--- src/hdl/bridge_defines.svh ---
// AHB to OCP write-buffer bridge, shared constants
// bus widths, line fifo depth, OCP burst shape and base address
`ifndef BRIDGE_DEFINES_SVH
`define BRIDGE_DEFINES_SVH

// ---------------------------------------------------------------------
// bus widths
// ---------------------------------------------------------------------
`define OCP_ADDR_W   28          // OCP maddr width
`define LINE_W       128         // one OCP beat, four AHB words
`define OFFSET_W     21          // low haddr bits kept as fill offset

// ---------------------------------------------------------------------
// line fifo and burst shape
// ---------------------------------------------------------------------
`define FIFO_DEPTH   8           // lines per fill
`define FIFO_AW      3           // line index width
`define BURST_LEN    2           // beats per precise write burst
`define BURST_BYTES  32          // maddr step per burst, 2 x 16 bytes

// OCP window seen by the AHB side
`define BASE_ADDR    28'h0800000

`endif

--- src/hdl/ahb_pkg.sv ---
// AHB slave side types of the write-buffer bridge
// transfer type, response code and one sampled address phase
`default_nettype none

package ahb_pkg;

  // htrans encoding
  typedef enum logic [1:0] {
    HT_IDLE   = 2'b00,
    HT_BUSY   = 2'b01,
    HT_NONSEQ = 2'b10,
    HT_SEQ    = 2'b11
  } htrans_e;

  // hresp, retry and split never returned
  typedef enum logic [1:0] {
    HR_OKAY  = 2'b00,
    HR_ERROR = 2'b01
  } hresp_e;

  // one address phase as seen on the bus, 37 bits
  typedef struct packed {
    logic        sel;       // hsel
    htrans_e     trans;
    logic [31:0] addr;
    logic        write;
    logic        ready_in;  // bus hready
  } ahb_addr_s;

endpackage

`default_nettype wire

--- src/hdl/ocp_pkg.sv ---
// OCP master side types of the write-buffer bridge
// command and response codes, 128-bit line view, request and
// response bundles
`include "bridge_defines.svh"
`default_nettype none

package ocp_pkg;

  typedef enum logic [2:0] {
    CMD_IDLE = 3'd0,
    CMD_WR   = 3'd1,
    CMD_RD   = 3'd2
  } mcmd_e;

  typedef enum logic [1:0] {
    RESP_NULL = 2'd0,
    RESP_DVA  = 2'd1,
    RESP_FAIL = 2'd2,
    RESP_ERR  = 2'd3
  } sresp_e;

  // one line, flat for the OCP data bus or split into AHB words
  typedef union packed {
    logic [`LINE_W-1:0] flat;
    logic [3:0][31:0]   word;   // word[n] sits at haddr[3:2] == n
  } ocp_line_u;

  // request group, 31 bits
  typedef struct packed {
    mcmd_e                  mcmd;
    logic [`OCP_ADDR_W-1:0] maddr;
  } ocp_cmd_s;

  // write data group, 130 bits
  typedef struct packed {
    logic [`LINE_W-1:0] mdata;
    logic               mdatavalid;
    logic               mdatalast;
  } ocp_data_s;

  // response group, 131 bits
  typedef struct packed {
    sresp_e             sresp;
    logic               sresplast;
    logic [`LINE_W-1:0] sdata;
  } ocp_resp_s;

endpackage

`default_nettype wire

--- src/hdl/ahb_wr_pack.sv ---
// AHB input side of the write-buffer bridge
// qualifies transfers, packs write words into 128-bit lines and
// latches the fill offset and the single read address
`include "bridge_defines.svh"
`timescale 1ns/1ns
`default_nettype none

module ahb_wr_pack import ahb_pkg::*, ocp_pkg::*; (
  input  wire logic              hclk,
  input  wire logic              n_hreset,
  input  wire ahb_addr_s         ahb_i,
  input  wire logic [31:0]       hwdata_i,
  input  wire logic              hready_i,     // bridge's own hready
  output ocp_line_u              line_o,
  output logic                   line_wr_o,    // line complete, one cycle
  output logic [`OFFSET_W-1:0]   offset_o,
  output logic                   rd_req_o,
  output logic [1:0]             rd_slot_o,
  output logic [`OCP_ADDR_W-1:0] rd_addr_o
);

  localparam logic [`FIFO_AW+1:0] LAST_WORD = (`FIFO_AW+2)'(`FIFO_DEPTH * 4 - 1);

  logic                ahb_valid;
  logic                wr_valid;
  logic                wr_dphase;   // write data phase this cycle
  logic [1:0]          wr_slot;     // haddr[3:2] of that data phase
  logic [`FIFO_AW+1:0] word_cnt;    // words taken in current fill
  ocp_line_u           line_q;

  assign ahb_valid = ahb_i.sel & ahb_i.ready_in & hready_i &
                     ((ahb_i.trans == HT_NONSEQ) | (ahb_i.trans == HT_SEQ));
  assign wr_valid  = ahb_valid & ahb_i.write;
  assign rd_req_o  = ahb_valid & ~ahb_i.write;   // fsm decides if taken

  // ---------------------------------------------------------------------
  // address phase tracking
  // ---------------------------------------------------------------------
  always_ff @(posedge hclk or negedge n_hreset) begin
    if (!n_hreset) begin
      wr_dphase <= 1'b0;
      wr_slot   <= 2'd0;
      word_cnt  <= '0;
      line_wr_o <= 1'b0;
      offset_o  <= '0;
    end else begin
      wr_dphase <= wr_valid;
      line_wr_o <= wr_dphase & (wr_slot == 2'd3);  // slot 3 closes line
      if (wr_valid) begin
        wr_slot <= ahb_i.addr[3:2];
        if (word_cnt == '0)
          offset_o <= ahb_i.addr[`OFFSET_W-1:0];   // first word of fill
        if (word_cnt == LAST_WORD)
          word_cnt <= '0;
        else
          word_cnt <= word_cnt + 1'b1;
      end
    end
  end

  // word packing and read latch
  always_ff @(posedge hclk) begin
    if (wr_dphase)
      line_q.word[wr_slot] <= hwdata_i;
    if (rd_req_o) begin
      rd_slot_o <= ahb_i.addr[3:2];
      rd_addr_o <= {ahb_i.addr[`OCP_ADDR_W-1:4], 4'h0};  // 16 byte aligned
    end
  end

  assign line_o = line_q;   // stays whole while next line's word 0 lands

endmodule

`default_nettype wire

--- src/hdl/line_fifo.sv ---
// line FIFO of the write-buffer bridge
// fills `FIFO_DEPTH lines, then streams them as OCP write beats
// under sdataaccept, mdatalast on every second beat
`include "bridge_defines.svh"
`timescale 1ns/1ns
`default_nettype none

module line_fifo import ocp_pkg::*; (
  input  wire logic      hclk,
  input  wire logic      n_hreset,
  input  wire ocp_line_u line_i,
  input  wire logic      line_wr_i,
  input  wire logic      sdataaccept_i,
  output ocp_data_s      data_o,
  output logic           drain_o,
  output logic           empty_o,
  output logic           last_line_wr_o
);

  localparam logic [`FIFO_AW-1:0] LAST_IDX = `FIFO_AW'(`FIFO_DEPTH - 1);

  logic [`LINE_W-1:0]  mem [`FIFO_DEPTH];
  logic [`FIFO_AW-1:0] wr_cnt;
  logic [`FIFO_AW-1:0] rd_cnt;
  logic                drain_q;
  logic                beat_valid;
  logic                beat_done;   // current beat taken by slave

  assign last_line_wr_o = line_wr_i & (wr_cnt == LAST_IDX);
  assign beat_done      = beat_valid & sdataaccept_i;

  always_ff @(posedge hclk) begin
    if (line_wr_i)
      mem[wr_cnt] <= line_i.flat;
  end

  // ---------------------------------------------------------------------
  // fill and drain counters
  // ---------------------------------------------------------------------
  always_ff @(posedge hclk or negedge n_hreset) begin
    if (!n_hreset) begin
      wr_cnt     <= '0;
      rd_cnt     <= '0;
      drain_q    <= 1'b0;
      beat_valid <= 1'b0;
    end else begin
      if (line_wr_i)
        wr_cnt <= last_line_wr_o ? '0 : wr_cnt + 1'b1;

      if (last_line_wr_o)
        drain_q <= 1'b1;                      // fifo full, start drain
      else if (beat_done & (rd_cnt == LAST_IDX))
        drain_q <= 1'b0;

      if (beat_done) begin
        if (rd_cnt == LAST_IDX) begin
          beat_valid <= 1'b0;
          rd_cnt     <= '0;
        end else begin
          rd_cnt <= rd_cnt + 1'b1;            // next beat right away
        end
      end else if (drain_q & ~beat_valid) begin
        beat_valid <= 1'b1;                   // beat 0, cycle after drain
      end
    end
  end

  // beat held until sdataaccept
  assign data_o.mdata      = mem[rd_cnt];
  assign data_o.mdatavalid = beat_valid;
  assign data_o.mdatalast  = beat_valid & ((rd_cnt % `BURST_LEN) == (`BURST_LEN - 1));

  assign drain_o = drain_q;
  assign empty_o = (wr_cnt == '0) & ~drain_q;

endmodule

`default_nettype wire

--- src/hdl/ocp_cmd_fsm.sv ---
// OCP command sequencer of the write-buffer bridge
// one WR command per two-beat burst while draining, then waits for
// every sresplast; a single RD command per AHB read
`include "bridge_defines.svh"
`timescale 1ns/1ns
`default_nettype none

module ocp_cmd_fsm import ocp_pkg::*; (
  input  wire logic                   hclk,
  input  wire logic                   n_hreset,
  input  wire logic                   drain_i,
  input  wire logic                   empty_i,
  input  wire logic [`OFFSET_W-1:0]   offset_i,
  input  wire logic                   rd_req_i,
  input  wire logic [`OCP_ADDR_W-1:0] rd_addr_i,
  input  wire logic                   scmdaccept_i,
  input  wire ocp_resp_s              resp_i,
  output ocp_cmd_s                    cmd_o,
  output logic                        wr_busy_o,
  output logic                        rd_busy_o,
  output ocp_line_u                   rd_line_o,
  output logic                        rd_err_o,
  output logic                        hdata_o
);

  localparam int NUM_CMD = `FIFO_DEPTH / `BURST_LEN;
  localparam logic [`FIFO_AW-1:0] LAST_CMD = `FIFO_AW'(NUM_CMD - 1);
  localparam logic [`FIFO_AW-1:0] ALL_RESP = `FIFO_AW'(NUM_CMD);

  typedef enum logic [2:0] {
    S_IDLE, S_MCMD_WR, S_WAIT, S_MCMD_RD, S_SDATA, S_HDATA
  } state_e;

  state_e                 state;
  state_e                 nxt_state;
  logic [`FIFO_AW-1:0]    cmd_cnt;    // write commands accepted
  logic [`FIFO_AW-1:0]    resp_cnt;   // sresplast seen this drain
  logic [`OCP_ADDR_W-1:0] wr_addr;
  logic                   rd_start;
  logic                   resp_seen;

  assign rd_start  = rd_req_i & empty_i;   // no read while lines wait
  assign resp_seen = (resp_i.sresp != RESP_NULL);

  // base + offset + k bursts
  assign wr_addr = `BASE_ADDR + `OCP_ADDR_W'(offset_i) +
                   `OCP_ADDR_W'(cmd_cnt * `BURST_BYTES);

  // ---------------------------------------------------------------------
  // next state
  // ---------------------------------------------------------------------
  always_comb begin
    nxt_state = state;
    case (state)
      S_IDLE: begin
        if (drain_i)
          nxt_state = S_MCMD_WR;
        else if (rd_start)
          nxt_state = S_MCMD_RD;
      end
      S_MCMD_WR: begin
        if (scmdaccept_i & (cmd_cnt == LAST_CMD))
          nxt_state = S_WAIT;
      end
      S_WAIT: begin
        if ((resp_cnt == ALL_RESP) & ~drain_i)
          nxt_state = S_IDLE;
      end
      S_MCMD_RD: begin
        if (scmdaccept_i)
          nxt_state = S_SDATA;
      end
      S_SDATA: begin
        if (resp_seen)
          nxt_state = S_HDATA;
      end
      S_HDATA: begin
        nxt_state = rd_start ? S_MCMD_RD : S_IDLE;  // read in hdata cycle
      end
      default: nxt_state = S_IDLE;
    endcase
  end

  always_ff @(posedge hclk or negedge n_hreset) begin
    if (!n_hreset) begin
      state    <= S_IDLE;
      cmd_cnt  <= '0;
      resp_cnt <= '0;
      rd_err_o <= 1'b0;
    end else begin
      state <= nxt_state;
      if (state == S_IDLE)
        cmd_cnt <= '0;
      else if ((state == S_MCMD_WR) & scmdaccept_i)
        cmd_cnt <= cmd_cnt + 1'b1;
      if (state == S_IDLE)
        resp_cnt <= '0;
      else if (resp_i.sresplast & wr_busy_o)
        resp_cnt <= resp_cnt + 1'b1;   // early responses count too
      if ((state == S_SDATA) & resp_seen)
        rd_err_o <= (resp_i.sresp == RESP_FAIL) | (resp_i.sresp == RESP_ERR);
    end
  end

  // read line capture
  always_ff @(posedge hclk) begin
    if ((state == S_SDATA) & resp_seen)
      rd_line_o.flat <= resp_i.sdata;
  end

  // ---------------------------------------------------------------------
  // command outputs
  // ---------------------------------------------------------------------
  always_comb begin
    cmd_o.mcmd  = CMD_IDLE;
    cmd_o.maddr = '0;
    case (state)
      S_MCMD_WR: begin
        cmd_o.mcmd  = CMD_WR;
        cmd_o.maddr = wr_addr;
      end
      S_MCMD_RD: begin
        cmd_o.mcmd  = CMD_RD;
        cmd_o.maddr = `BASE_ADDR + rd_addr_i;
      end
      default: ;
    endcase
  end

  assign wr_busy_o = (state == S_MCMD_WR) | (state == S_WAIT);
  assign rd_busy_o = (state == S_MCMD_RD) | (state == S_SDATA);
  assign hdata_o   = (state == S_HDATA);

endmodule

`default_nettype wire

--- src/hdl/ahb_resp_gen.sv ---
// AHB output side of the write-buffer bridge
// write stall while a full fifo drains, read wait states, and the
// read word with its OKAY or ERROR response
`timescale 1ns/1ns
`default_nettype none

module ahb_resp_gen import ahb_pkg::*, ocp_pkg::*; (
  input  wire logic       hclk,
  input  wire logic       n_hreset,
  input  wire logic       last_line_wr_i,
  input  wire logic       drain_i,
  input  wire logic       wr_busy_i,
  input  wire logic       rd_busy_i,
  input  wire logic       hdata_i,
  input  wire ocp_line_u  rd_line_i,
  input  wire logic       rd_err_i,
  input  wire logic [1:0] rd_slot_i,
  output logic            hready_o,
  output hresp_e          hresp_o,
  output logic [31:0]     hrdata_o
);

  logic stall_q;   // fifo full, held until the drain has finished

  always_ff @(posedge hclk or negedge n_hreset) begin
    if (!n_hreset) begin
      stall_q <= 1'b0;
    end else if (last_line_wr_i) begin
      stall_q <= 1'b1;
    end else if (~wr_busy_i & ~drain_i) begin
      stall_q <= 1'b0;
    end
  end

  // low from the last line write until the fsm is back in idle
  assign hready_o = ~(last_line_wr_i | (stall_q & (wr_busy_i | drain_i)) | rd_busy_i);

  // read data phase ends in the hdata cycle
  assign hresp_o  = (hdata_i & rd_err_i) ? HR_ERROR : HR_OKAY;
  assign hrdata_o = hdata_i ? rd_line_i.word[rd_slot_i] : 32'h0;

endmodule

`default_nettype wire

--- src/hdl/ahb2ocp_bridge.sv ---
// AHB to OCP write-buffer bridge, top level
// AHB word writes packed into lines, drained as two-beat OCP
// write bursts; single AHB reads map to one OCP read
`include "bridge_defines.svh"
`timescale 1ns/1ns
`default_nettype none

module ahb2ocp_bridge import ahb_pkg::*, ocp_pkg::*; (
  input  wire logic        hclk,
  input  wire logic        n_hreset,
  input  wire ahb_addr_s   ahb_i,
  input  wire logic [31:0] hwdata_i,
  input  wire logic        scmdaccept_i,
  input  wire logic        sdataaccept_i,
  input  wire ocp_resp_s   resp_i,
  output logic             hready_o,
  output hresp_e           hresp_o,
  output logic [31:0]      hrdata_o,
  output ocp_cmd_s         cmd_o,
  output ocp_data_s        data_o
);

  // ---------------------------------------------------------------------
  // internal wires
  // ---------------------------------------------------------------------
  ocp_line_u              line;
  logic                   line_wr;
  logic [`OFFSET_W-1:0]   offset;
  logic                   rd_req;
  logic [1:0]             rd_slot;
  logic [`OCP_ADDR_W-1:0] rd_addr;
  logic                   drain;
  logic                   empty;
  logic                   last_line_wr;
  logic                   wr_busy;
  logic                   rd_busy;
  ocp_line_u              rd_line;
  logic                   rd_err;
  logic                   hdata;

  ahb_wr_pack ahb_wr_pack_i (
    .hclk       (hclk),
    .n_hreset   (n_hreset),
    .ahb_i      (ahb_i),
    .hwdata_i   (hwdata_i),
    .hready_i   (hready_o),
    .line_o     (line),
    .line_wr_o  (line_wr),
    .offset_o   (offset),
    .rd_req_o   (rd_req),
    .rd_slot_o  (rd_slot),
    .rd_addr_o  (rd_addr)
  );

  line_fifo line_fifo_i (
    .hclk           (hclk),
    .n_hreset       (n_hreset),
    .line_i         (line),
    .line_wr_i      (line_wr),
    .sdataaccept_i  (sdataaccept_i),
    .data_o         (data_o),
    .drain_o        (drain),
    .empty_o        (empty),
    .last_line_wr_o (last_line_wr)
  );

  ocp_cmd_fsm ocp_cmd_fsm_i (
    .hclk         (hclk),
    .n_hreset     (n_hreset),
    .drain_i      (drain),
    .empty_i      (empty),
    .offset_i     (offset),
    .rd_req_i     (rd_req),
    .rd_addr_i    (rd_addr),
    .scmdaccept_i (scmdaccept_i),
    .resp_i       (resp_i),
    .cmd_o        (cmd_o),
    .wr_busy_o    (wr_busy),
    .rd_busy_o    (rd_busy),
    .rd_line_o    (rd_line),
    .rd_err_o     (rd_err),
    .hdata_o      (hdata)
  );

  ahb_resp_gen ahb_resp_gen_i (
    .hclk           (hclk),
    .n_hreset       (n_hreset),
    .last_line_wr_i (last_line_wr),
    .drain_i        (drain),
    .wr_busy_i      (wr_busy),
    .rd_busy_i      (rd_busy),
    .hdata_i        (hdata),
    .rd_line_i      (rd_line),
    .rd_err_i       (rd_err),
    .rd_slot_i      (rd_slot),
    .hready_o       (hready_o),
    .hresp_o        (hresp_o),
    .hrdata_o       (hrdata_o)
  );

endmodule

`default_nettype wire

--- config.mk ---
export PLATFORM = sky130hd
export DESIGN_NAME = ahb2ocp_bridge
export DESIGN_NICKNAME = d
export VERILOG_FILES = /design/src/hdl/ahb_pkg.sv /design/src/hdl/ocp_pkg.sv /design/src/hdl/ahb_wr_pack.sv /design/src/hdl/line_fifo.sv /design/src/hdl/ocp_cmd_fsm.sv /design/src/hdl/ahb_resp_gen.sv /design/src/hdl/ahb2ocp_bridge.sv
export VERILOG_INCLUDE_DIRS = /design/src /design/src/hdl
export SDC_FILE = /design/constraint.sdc
export NUM_CORES = 1
export LEC_CHECK = 0
export BUFFER_PORTS_ARGS = -buffer_cell sky130_fd_sc_hd__buf_2
export CAP_MARGIN = 40
export CORE_MARGIN = 4
export CORE_UTILIZATION = 50
export DETAILED_ROUTE_END_ITERATION = 8
export MAX_ROUTING_LAYER = met4
export PLACE_DENSITY = 0.67
export SYNTH_ARGS = -nofsm -noshare
export SYNTH_HDL_FRONTEND = slang
export SYNTH_SLANG_ARGS = --single-unit
--- constraint.sdc ---
create_clock -name hclk -period 25 [get_ports hclk]
set_input_delay 1.25 -clock hclk [delete_from_list [all_inputs] [get_ports hclk]]
set_output_delay 1.25 -clock hclk [all_outputs]
set_load 0.01 [all_outputs]
==> flow_summary.yaml <==
pwr:
  switchingPower_uw: 983
  power.share.switching_pct: 20.8
  power.density_nw_per_um2: 79.4
  vdd_ir_drop_max_uv: 58.1
  pwr-share-seq_pct: 53.8
  clock_power_share_pct: 41.4
  p_leak_nw: 19.6
  power.internal_mw: 3.74
  logic_gate_share_of_total_power_pct: 4.8
route:
  detail_route.vias_per_cell: 5.74
  route.final.wire_length_um: 111000
  drt-initial-drc-count: 2338
  topRoutingLayerUsed: "met4"
  firstDrtPassIters: 5
  route.detailed.wl_per_inst_um: 26.7
  vias: 23700
  post-route-drc-count: 0
  route.layer.met1.wl_um: 44200
  final_antenna_net_count: 0
  met2_wirelength_um: 55100
  route.met3.wl_um: 9620
worst_hold_path:
  min-delay-path-class: "flop to flop"
  min_from: "ocp_cmd_fsm_i.rd_err_o$_DFFE_PN0P_"
synthesis:
  yosys_register_bits: 1355
  netlist.top_cell.by_area: "edfxtp_1"
  post-synth-top-area-fraction_pct: 77.0
  asyncSetResetFlopFracSynth_pct: 3.62
  post_synth_edffs: 1306
  synthFlopType: "edfxtp_1"
  syn-instance-count: 2174
  post_synth_num_cell_types: 59
  syn-cell-area_um2: 50900
  yosysWarningCount: 0
  synthesis.area_per_instance_um2: 23.4
  yosys-top-cells-area: "edfxtp_1 (77%), mux4_2 (13%), mux2_2 (2.9%)"
  seq_area_frac_synth_pct: 79.4
clock_tree:
  cts_max_level: 4
  clk_pin_slew_ns: 0.06
  clock_sinks: 1355
  post_cts_resize_count: 0
  cts-hold-fix-buffers: 0
  numCtsBuffers: 136
  max-clock-path-buffers: 3
  cts_tree: "yes"
  root_buffer: "clkbuf_16"
  post_cts.repair.setup_buffers: 0
  clock_latency_ns: 0.73
timing:
  unrepaired_setup_endpoints_after_global_routing: "false"
  final_period_demand_of_the_worst_path_ns: 5.36
  slew_headroom_pct: 38.2
  hold_viol: 0
  setup_tns_ns: 0
  setup_viol: 0
  max_slew_violations: 0
  max_freq_mhz: 187
  tightest_slew_ns: 0.927
  fin_worst_skew_ns: 0.0196
  post-route-period-util_pct: 21.4
place:
  place_inst: 3884
  placement.io_buffers: 392
  gpl_congestion: 0.857
  place.detailed.hpwl_um: 65600
die:
  vertical_extent_of_the_die_um: 327
  placement_rows: 116
  die_area_um2: 107000
  placeable_core_region_um2: 101000
  fp.dieW_um: 327
  initial_utilization_pct: 50.7
  io_pins: 400
cells_and_area:
  fraction_of_layout_cells_with_a_size_suffix_above_1_pct: 40.0
  nNetsFinal: 2886
  final_common_cell: "edfxtp_1"
  area.growth.synth_to_final_pct: 16.7
  fin_cells: 4136
  mostFrequentLayoutCells: "edfxtp_1 (1306), buf_2 (392), mux4_2 (288)"
  number_of_fill_cells: 7119
global_route:
  grt.overflow.total: 0
  grt_pass1_wl_um: 165000
  initial_antenna_violation_count: 17
  first_global_vias: 25300
  grt_start_max_net_pins: 114
  gr-usage-all-layers_pct: 21.7
critical_path:
  timing.critical_path.from_type: "flop"
  setup.worst_path.start: "line_fifo_i.rd_cnt[0]$_DFFE_PN0P_"
  worst-endpoint-required_ns: 23.75
  worst_setup_path_end_kind: "primary output"
  critical_path_peak_fanout: 40
  critical_path.reg2reg.startpoint: "ocp_cmd_fsm_i.state[0]$_DFFE_PN0P_"
  cp_data_arrival_time_ns: 4.11
  path_class: "flop to primary output"
run:
  drv.max_cap_violation_count: 0
run_status:
  outcome: "finished, final reports clean"
layer usage:
metal  global-route usage, %  up-vias
met4                    5.10        0
met3                    5.37      147
li1                        -    10100
met2                    34.0      926
met5                       -        -
met1                    29.2    12500
final timing paths:
kind,endpoint,slack [ns],cells past startpoint
max,data_o[39],19.64,6
min,ocp_cmd_fsm_i.rd_err_o$_DFFE_PN0P_,0.50,1
max reg2reg,ocp_cmd_fsm_i.rd_line_o[52]$_DFFE_PP_,21.77,5
min reg2reg,ocp_cmd_fsm_i.rd_err_o$_DFFE_PN0P_,0.50,1
max in group asynchronous,line_fifo_i.rd_cnt[2]$_DFFE_PN0P_,23.83,2
min in group asynchronous,ahb_wr_pack_i.offset_o[20]$_DFFE_PN0P_,0.64,2
kinds of logic after synthesis:
group | after synthesis | synth area share [%]
xor gates and xnor gates | 11 | 0.189
muxes | 445 | 16.3
DFF | 1355 | 79.4
other | 1 | 0.00736
adders and majority gates | 21 | 0.513
and+or+nand+nor | 149 | 1.62
AOI/OAI and AO/OA | 73 | 0.950
buffers and inverters | 119 | 1.00
per-stage QoR:
stage          util [%]  hold slack (ns)  total power, mW  cell area [um^2]  worst slack (ns)
2_1_floorplan         -            0.458             2.71             51000             14.87
5_1_grt            59.1            0.514             4.89             59400             19.25
3_3_place_gp       54.3            0.490             2.81             54600             19.77
3_5_place_dp       54.8            0.490             2.82             55100             20.26
4_1_cts            59.1            0.506             4.77             59400             19.45
6_report           59.1            0.500             4.72             59400             19.64
state kept, by name, indices dropped and copies added, names as in the netlist, 2 cells and up:
signal / flops
ahb_wr_pack_i.rd_addr_o: 24
line_fifo_i.rd_cnt: 3
line_fifo_i.wr_cnt: 3
line_fifo_i.mem: 1024
ocp_cmd_fsm_i.rd_line_o: 128
ahb_wr_pack_i.word_cnt: 5
ocp_cmd_fsm_i.resp_cnt: 3
ahb_wr_pack_i.wr_slot: 2
ocp_cmd_fsm_i.state: 3
ahb_wr_pack_i.rd_slot_o: 2
ahb_wr_pack_i.line_o: 128
ahb_wr_pack_i.offset_o: 21
ocp_cmd_fsm_i.cmd_cnt: 3
worst max-delay path, stage by stage, from the launching register on:
cell	delay, ns
dfrtp_4	0.84
buf_4	0.39
buf_16	0.32
buf_4	0.68
mux4_2	0.59
mux2_2	0.33
buf_2	0.16
cells in the mapped netlist, drive strengths merged, types with 2 or more instances:
master / instances
nand3b: 2
o21a: 3
a211o: 3
a21o: 5
xor2: 9
a31o: 2
mux2i: 4
nand2b: 6
nand4: 5
mux4: 288
or2: 2
buf: 49
o21ai: 21
edfxtp: 1306
dfrtp: 49
and2: 4
xnor2: 2
nor2b: 2
mux2: 153
a21oi: 11
o22a: 2
nor3b: 3
o31ai: 4
ha: 16
or3: 4
nand3: 12
inv: 14
nand2: 24
a22o: 6
nand4b: 2
clkbuf: 56
and3: 44
nor2: 24
maj3: 4
nor4: 2
o211ai: 2
a31oi: 5
o22ai: 2
nor3: 5
or4: 4
area by class of cell:
cell class | count | area (um^2) | area share [%]
sequential | 1355 | 40500 | 68.1
multi-input combinational | 701 | 10100 | 17.0
clock buffer | 179 | 3720 | 6.26
timing repair buffer | 457 | 2830 | 4.75
tap | 1357 | 1700 | 2.86
clock inverter | 61 | 567 | 0.954
inverter | 14 | 52.6 | 0.0884
antenna | 12 | 30.0 | 0.0505
power by group through the flow:
stage | registers (mW) | logic [mW] | clock network [mW]
6_report | 2.54 | 0.228 | 1.95
4_1_cts | 2.54 | 0.231 | 2.00
3_3_place_gp | 2.58 | 0.223 | 0
5_1_grt | 2.54 | 0.252 | 2.10
2_1_floorplan | 2.58 | 0.130 | 0
3_5_place_dp | 2.59 | 0.229 | 0
(Power assumes the default switching activity.)
